File: config.mk
export PLATFORM = sky130hd
export DESIGN_NAME = save_sequencer
export DESIGN_NICKNAME = d
export VERILOG_FILES = /design/src/hw/neo_save_pkg.sv /design/src/hw/save_sequencer.sv
export VERILOG_INCLUDE_DIRS = /design/src /design/src/hw
export SDC_FILE = /design/constraint.sdc
export NUM_CORES = 1
export LEC_CHECK = 0
export BUFFER_PORTS_ARGS = -buffer_cell sky130_fd_sc_hd__buf_2
export CAP_MARGIN = 25
export CORE_MARGIN = 8
export CORE_UTILIZATION = 48
export DETAILED_ROUTE_END_ITERATION = 16
export PLACE_DENSITY = 0.81
export SYNTH_ARGS = -nofsm -noshare
export SYNTH_HDL_FRONTEND = slang
export SYNTH_SLANG_ARGS = --single-unit
export TNS_END_PERCENT = 50
File: constraint.sdc
create_clock -name clk_sys -period 2.4 [get_ports clk_sys]
set_clock_uncertainty 0.05 [all_clocks]
set_input_delay 0.48 -clock clk_sys [delete_from_list [all_inputs] [get_ports clk_sys]]
set_output_delay 0.48 -clock clk_sys [all_outputs]
set_load 0.05 [all_outputs]
File: src/hw/neo_save_params.svh
// ================================================
// Save subsystem constants shared by the RTL
// Sector limits, store address widths, sector size
// Include wherever one of these values is needed
// ================================================

`ifndef NEO_SAVE_PARAMS_SVH
`define NEO_SAVE_PARAMS_SVH

// Host sector size in 16-bit words
`define NEO_SECTOR_WORDS 256

// Last sector on CD types, 8 kB of memory card
`define NEO_CD_LAST_SECTOR 15

// Last sector on cartridge types, 64 kB backup plus 2 kB card
`define NEO_CART_LAST_SECTOR 131

// Cartridge types keep the memory card from this sector up
`define NEO_MEMCARD_SECTOR 128

// Word address widths of the two stores
`define NEO_BACKUP_AW 15
`define NEO_MEMCARD_AW 12

`endif

File: src/hw/neo_save_pkg.sv
// ================================================
// Types shared by the save subsystem
// Data and address vectors, system type, FSM states
// Import with a wildcard in the module header
// ================================================

package neo_save_pkg;

	`include "neo_save_params.svh"

	// Data paths
	typedef logic [15:0] word_t;
	typedef logic [7:0]  byte_t;

	// Host side
	typedef logic [31:0] lba_t;
	typedef logic [$clog2(`NEO_SECTOR_WORDS)-1:0] buff_addr_t;
	typedef logic [63:0] img_size_t;

	// Store addresses, backup is word based and the card is byte based
	typedef logic [`NEO_BACKUP_AW-1:0]  backup_addr_t;
	typedef logic [`NEO_MEMCARD_AW:0]   card_addr_t;

	// Bit 1 set means a CD system
	typedef enum logic [1:0] {
		SYS_CONSOLE = 2'd0,
		SYS_ARCADE  = 2'd1,
		SYS_CD      = 2'd2,
		SYS_CDZ     = 2'd3
	} sys_type_t;

	// Save image transfer FSM
	typedef enum logic [1:0] {
		XFER_IDLE    = 2'd0,
		XFER_REQUEST = 2'd1,
		XFER_SECTOR  = 2'd2
	} xfer_state_t;

endpackage

File: src/hw/save_sequencer.sv
// ================================================
// Save image transfer FSM
// Loads the image after a ROM download ends and
// writes it back on a save request, one host sector
// at a time, through the sd_rd/sd_wr/sd_ack levels
// ================================================

`include "neo_save_params.svh"

module save_sequencer
	import neo_save_pkg::*;
(
	input  logic      clk_sys,
	input  logic      nRESET,
	input  sys_type_t sys_type,
	input  logic      ioctl_download,
	input  logic      img_mounted,
	input  logic      img_readonly,
	input  img_size_t img_size,
	input  logic      save_req,
	input  logic      sd_ack,
	output logic      sd_rd,
	output logic      sd_wr,
	output logic      xfer_active,
	output lba_t      sd_lba
);

	xfer_state_t state;

	logic download_prev;
	logic save_req_prev;
	logic sd_ack_prev;
	logic xfer_ena;
	logic load_pending;
	logic save_pending;
	logic loading;

	logic download_start;
	logic download_end;
	logic save_rise;
	logic ack_rise;
	logic ack_fall;
	logic ena_cond;
	logic start_xfer;
	logic is_cd;
	logic last_sector;

	// ================================================
	// Edge detection and transfer enable
	// ================================================

	assign download_start = ~download_prev & ioctl_download;
	assign download_end   = download_prev & ~ioctl_download;
	assign save_rise      = ~save_req_prev & save_req;
	assign ack_rise       = ~sd_ack_prev & sd_ack;
	assign ack_fall       = sd_ack_prev & ~sd_ack;

	// Mounted, non-empty, writable and no download running
	assign ena_cond = ~ioctl_download & img_mounted & (|img_size) & ~img_readonly;

	assign start_xfer = (state == XFER_IDLE) & xfer_ena & (load_pending | save_pending);

	// CD types only carry the memory card
	assign is_cd       = (sys_type == SYS_CD) || (sys_type == SYS_CDZ);
	assign last_sector = is_cd ? (sd_lba >= lba_t'(`NEO_CD_LAST_SECTOR))
		: (sd_lba >= lba_t'(`NEO_CART_LAST_SECTOR));

	assign xfer_active = (state != XFER_IDLE);

	always_ff @(posedge clk_sys or negedge nRESET)
	begin
		if (!nRESET)
		begin
			download_prev <= 1'b0;
			save_req_prev <= 1'b0;
			sd_ack_prev   <= 1'b0;
			xfer_ena      <= 1'b0;
			load_pending  <= 1'b0;
			save_pending  <= 1'b0;
		end
		else
		begin
			download_prev <= ioctl_download;
			save_req_prev <= save_req;
			sd_ack_prev   <= sd_ack;

			// A new download invalidates the mounted save
			if (download_start)
				xfer_ena <= 1'b0;
			else if (ena_cond)
				xfer_ena <= 1'b1;

			// Load waits here until transfers are allowed
			if (download_end)
				load_pending <= 1'b1;
			else if (start_xfer || download_start)
				load_pending <= 1'b0;

			// Save edges are dropped while busy or disabled
			if (save_rise)
				save_pending <= 1'b1;
			else if (start_xfer || (state != XFER_IDLE) || !xfer_ena)
				save_pending <= 1'b0;
		end
	end

	// ================================================
	// Sector loop
	// ================================================

	always_ff @(posedge clk_sys or negedge nRESET)
	begin
		if (!nRESET)
		begin
			state   <= XFER_IDLE;
			loading <= 1'b0;
			sd_rd   <= 1'b0;
			sd_wr   <= 1'b0;
			sd_lba  <= '0;
		end
		else
		begin
			case (state)
				XFER_IDLE:
				begin
					// Load wins when both are pending
					if (start_xfer)
					begin
						state   <= XFER_REQUEST;
						loading <= load_pending;
						sd_lba  <= '0;
						sd_rd   <= load_pending;
						sd_wr   <= ~load_pending;
					end
				end
				XFER_REQUEST:
				begin
					// Host took the request, drop the level
					if (ack_rise)
					begin
						sd_rd <= 1'b0;
						sd_wr <= 1'b0;
						state <= XFER_SECTOR;
					end
				end
				XFER_SECTOR:
				begin
					// Sector finished on the host side
					if (ack_fall)
					begin
						if (last_sector)
							state <= XFER_IDLE;
						else
						begin
							sd_lba <= sd_lba + lba_t'(1);
							sd_rd  <= loading;
							sd_wr  <= ~loading;
							state  <= XFER_REQUEST;
						end
					end
				end
				default:
					state <= XFER_IDLE;
			endcase
		end
	end

	// Load and save requests are exclusive
	a_rd_wr_excl: assert property (@(posedge clk_sys) disable iff (!nRESET)
		!(sd_rd && sd_wr));

	// Sector number stays inside the save image
	a_lba_range: assert property (@(posedge clk_sys) disable iff (!nRESET)
		sd_lba <= lba_t'(`NEO_CART_LAST_SECTOR));

endmodule

==> out/results.ini <==
[sta]
finalSetupViolCount = 0
worst_pin_slew_ps = 438.3
timing.final.crit_period_ps = 2235
fin_crit_sh = 0.9310
worst_hold_slack_ps = 33.35
setup_ws_ps = 165.5
fin_tns_setup_ps = 0
slew_headroom = 0.7056
fmax_ghz = 0.4475
slew_viol_final = 0
hold_viol_final = 0

[power]
swShare = 0.4095
p_total_mw = 2.653
p_clk_frac = 0.190
p_per_area_nw_per_um2 = 813.3
intPower_mw = 1.566
p_switching_mw = 1.086
p_seq_frac = 0.316
leakage_nw = 1.720
ir_drop_mv = 0.5079
p_comb_frac = 0.495

[floorplan]
start_util = 0.4935
io_pins = 108
core_area_um2 = 5042
placementRows = 26
die-width_um = 88.01
dieHeight_um = 88.01
die_area_um2 = 7745

[global_routing]
grt_pass1_wl_mm = 12.01
grt_use_total = 0.1982
grt_pass1_vias = 2432
overflow = 0
antenna_found_initial = 0
grt_max_degree = 28

[cells_and_area]
antenna_cells = 0
layout-area-overhead-vs-synth_pct = 31.07
final_net_count = 438
drive_gt1_frac = 0.3961

[clock_tree]
clock_path_buffers = 2
h-tree-depth = 2
clock_sinks = 43
clk_latency_ps = 300
cts_tree = done
clk_transition_reported_paths_ps = 80
cts_root_buf = clkbuf_8
hold_buffers = 0
cts_buffers = 5

[synth]
synth_edf_count = 0
synth_common_cells = dfrtp_1, nor2_1, nor4_1, a41oi_1, and3_1
yosysTopAreaCellShare = 0.4324
synth.area.top_cells = dfrtp_1, a41oi_1, nor4_1, nor2_1, and3_1
yosys_warnings = 0
synth_area_per_cell_um2 = 10.16
ys_seq_area_frac = 0.4324
ys_seq_elements = 43
synth_top_area_cell = dfrtp_1
netlist_instances = 245
synth_cell_types = 49
yosysMostFrequentCell = dfrtp_1
yosys_most_used_dff = dfrtp_1
synth_nets = 323
synth_area_um2 = 2489
ys_async_sr_fraction = 1.000

[min_path]
hold_path.class = input port to async pin

[placed_design]
hpwl_mm = 5.627
pre_cts_ws_ps = 139.5
port_buffers = 106
place_congestion = 0.8685

[route]
drc = 0
vias = 2476
drtAntennaViolNets = 0
drtIter0Drc = 239
wl_per_cell_um = 16.79
first_pass_iters = 4
wl_mm = 7.235
post_drt_via_cell_ratio = 5.745

[setup_path]
path_class = flop to flop
cp_max_fo = 6
crit_required_ps = 2530
cp_data_arrival_time_ps = 2370
cp-start-kind = flop
end_kind = flop

[outcome]
status = finished clean

[job]
cap_violations = 0

worst max-delay path, stage by stage (launching register included):
cell,delay [ps]
dfrtp_1,420
ha_1,280
a31oi_1,280
o2111ai_2,220
o32ai_4,310
buf_4,190
o21bai_1,90
mux2_2,280
per-layer routing:
layer,GRT usage,part of all wire
met1,0.2616,0.44
met2,0.3215,0.51
met3,0.03377,0.043
met4,0.05938,0.011
met5,0,0
logic make-up after synthesis:
family | count (synthesis) | share of synthesized area
mux | 5 | 0.02363
buf+inv | 21 | 0.04827
flops | 43 | 0.4324
simple gates | 113 | 0.2906
compound gates | 57 | 0.1760
fa+ha+maj | 6 | 0.02916
registers in the layout, indices dropped and copies added, names as in the netlist:
signal         flops
state              2
download_prev      1
save_pending       1
xfer_ena           1
loading            1
sd_lba            32
sd_ack_prev        1
sd_rd              1
load_pending       1
sd_wr              1
save_req_prev      1
what timing repair did:
item                       4_1_cts  5_1_grt
buffers inserted                 0        1
setup endpoints to repair        0        4
gates resized for setup          0        1
layout by cell type (no fill, tap or decap), drive strengths merged, types with 2 or more instances in the layout:
cell / synthesis / routed
buf: 10 / 120
dfrtp: 43 / 43
nor2: 27 / 27
nor4: 23 / 23
and3: 15 / 15
a41oi: 15 / 15
nand4: 13 / 13
a31oi: 12 / 12
inv: 9 / 9
nand2: 9 / 9
clkbuf: 2 / 8
and4: 6 / 6
a21oi: 6 / 6
o21ai: 5 / 5
ha: 5 / 5
nand3: 4 / 4
mux2: 4 / 4
o31ai: 3 / 3
and2: 3 / 3
nor3: 3 / 3
nand3b: 3 / 3
a21o: 3 / 3
nand2b: 2 / 2
nor2b: 2 / 2
o211a: 2 / 2
o32ai: 2 / 2
stage by stage:
step | utilization | cell area, um2 | instances
6_report | 0.6469 | 3262 | 431
5_1_grt | 0.6469 | 3262 | 431
4_1_cts | 0.6432 | 3243 | 430
3_5_place_dp | 0.6233 | 3143 | 422
3_3_place_gp | 0.6233 | 3143 | 422
2_1_floorplan | - | 2489 | 245
power by group through the flow:
stage                     registers, mW  clock network [mW]  logic (mW)
final                             0.838               0.503        1.31
after global routing              0.850               0.541        1.43
after CTS                         0.838               0.520        1.29
after detailed placement          0.853                   0        1.28
after global placement            0.848                   0        1.25
after floorplan                   0.955                   0       0.815
final cells by class:
cell class | count | area (um2)
Tap cell | 70 | 87.58
Timing Repair Buffer | 120 | 660.6
Inverter | 9 | 33.78
Fill cell | 407 | 1780
Sequential cell | 43 | 1076
Clock buffer | 8 | 100.1
Multi-Input combinational cell | 181 | 1304
final timing paths:
kind / endpoint / from / slack, ps / cells past startpoint
worst min register to register: save_pending / save_req_prev / 350 / 1
worst min-delay path: sd_lba[9] / nRESET / 30 / 1
worst max register to register: sd_wr / sd_lba[1] / 170 / 7
min in group clk_sys: save_req_prev / save_req / 250 / 1
worst max-delay path: sd_wr / sd_lba[1] / 170 / 7
max in group asynchronous: load_pending / nRESET / 1730 / 2
(Power assumes the default switching activity.)
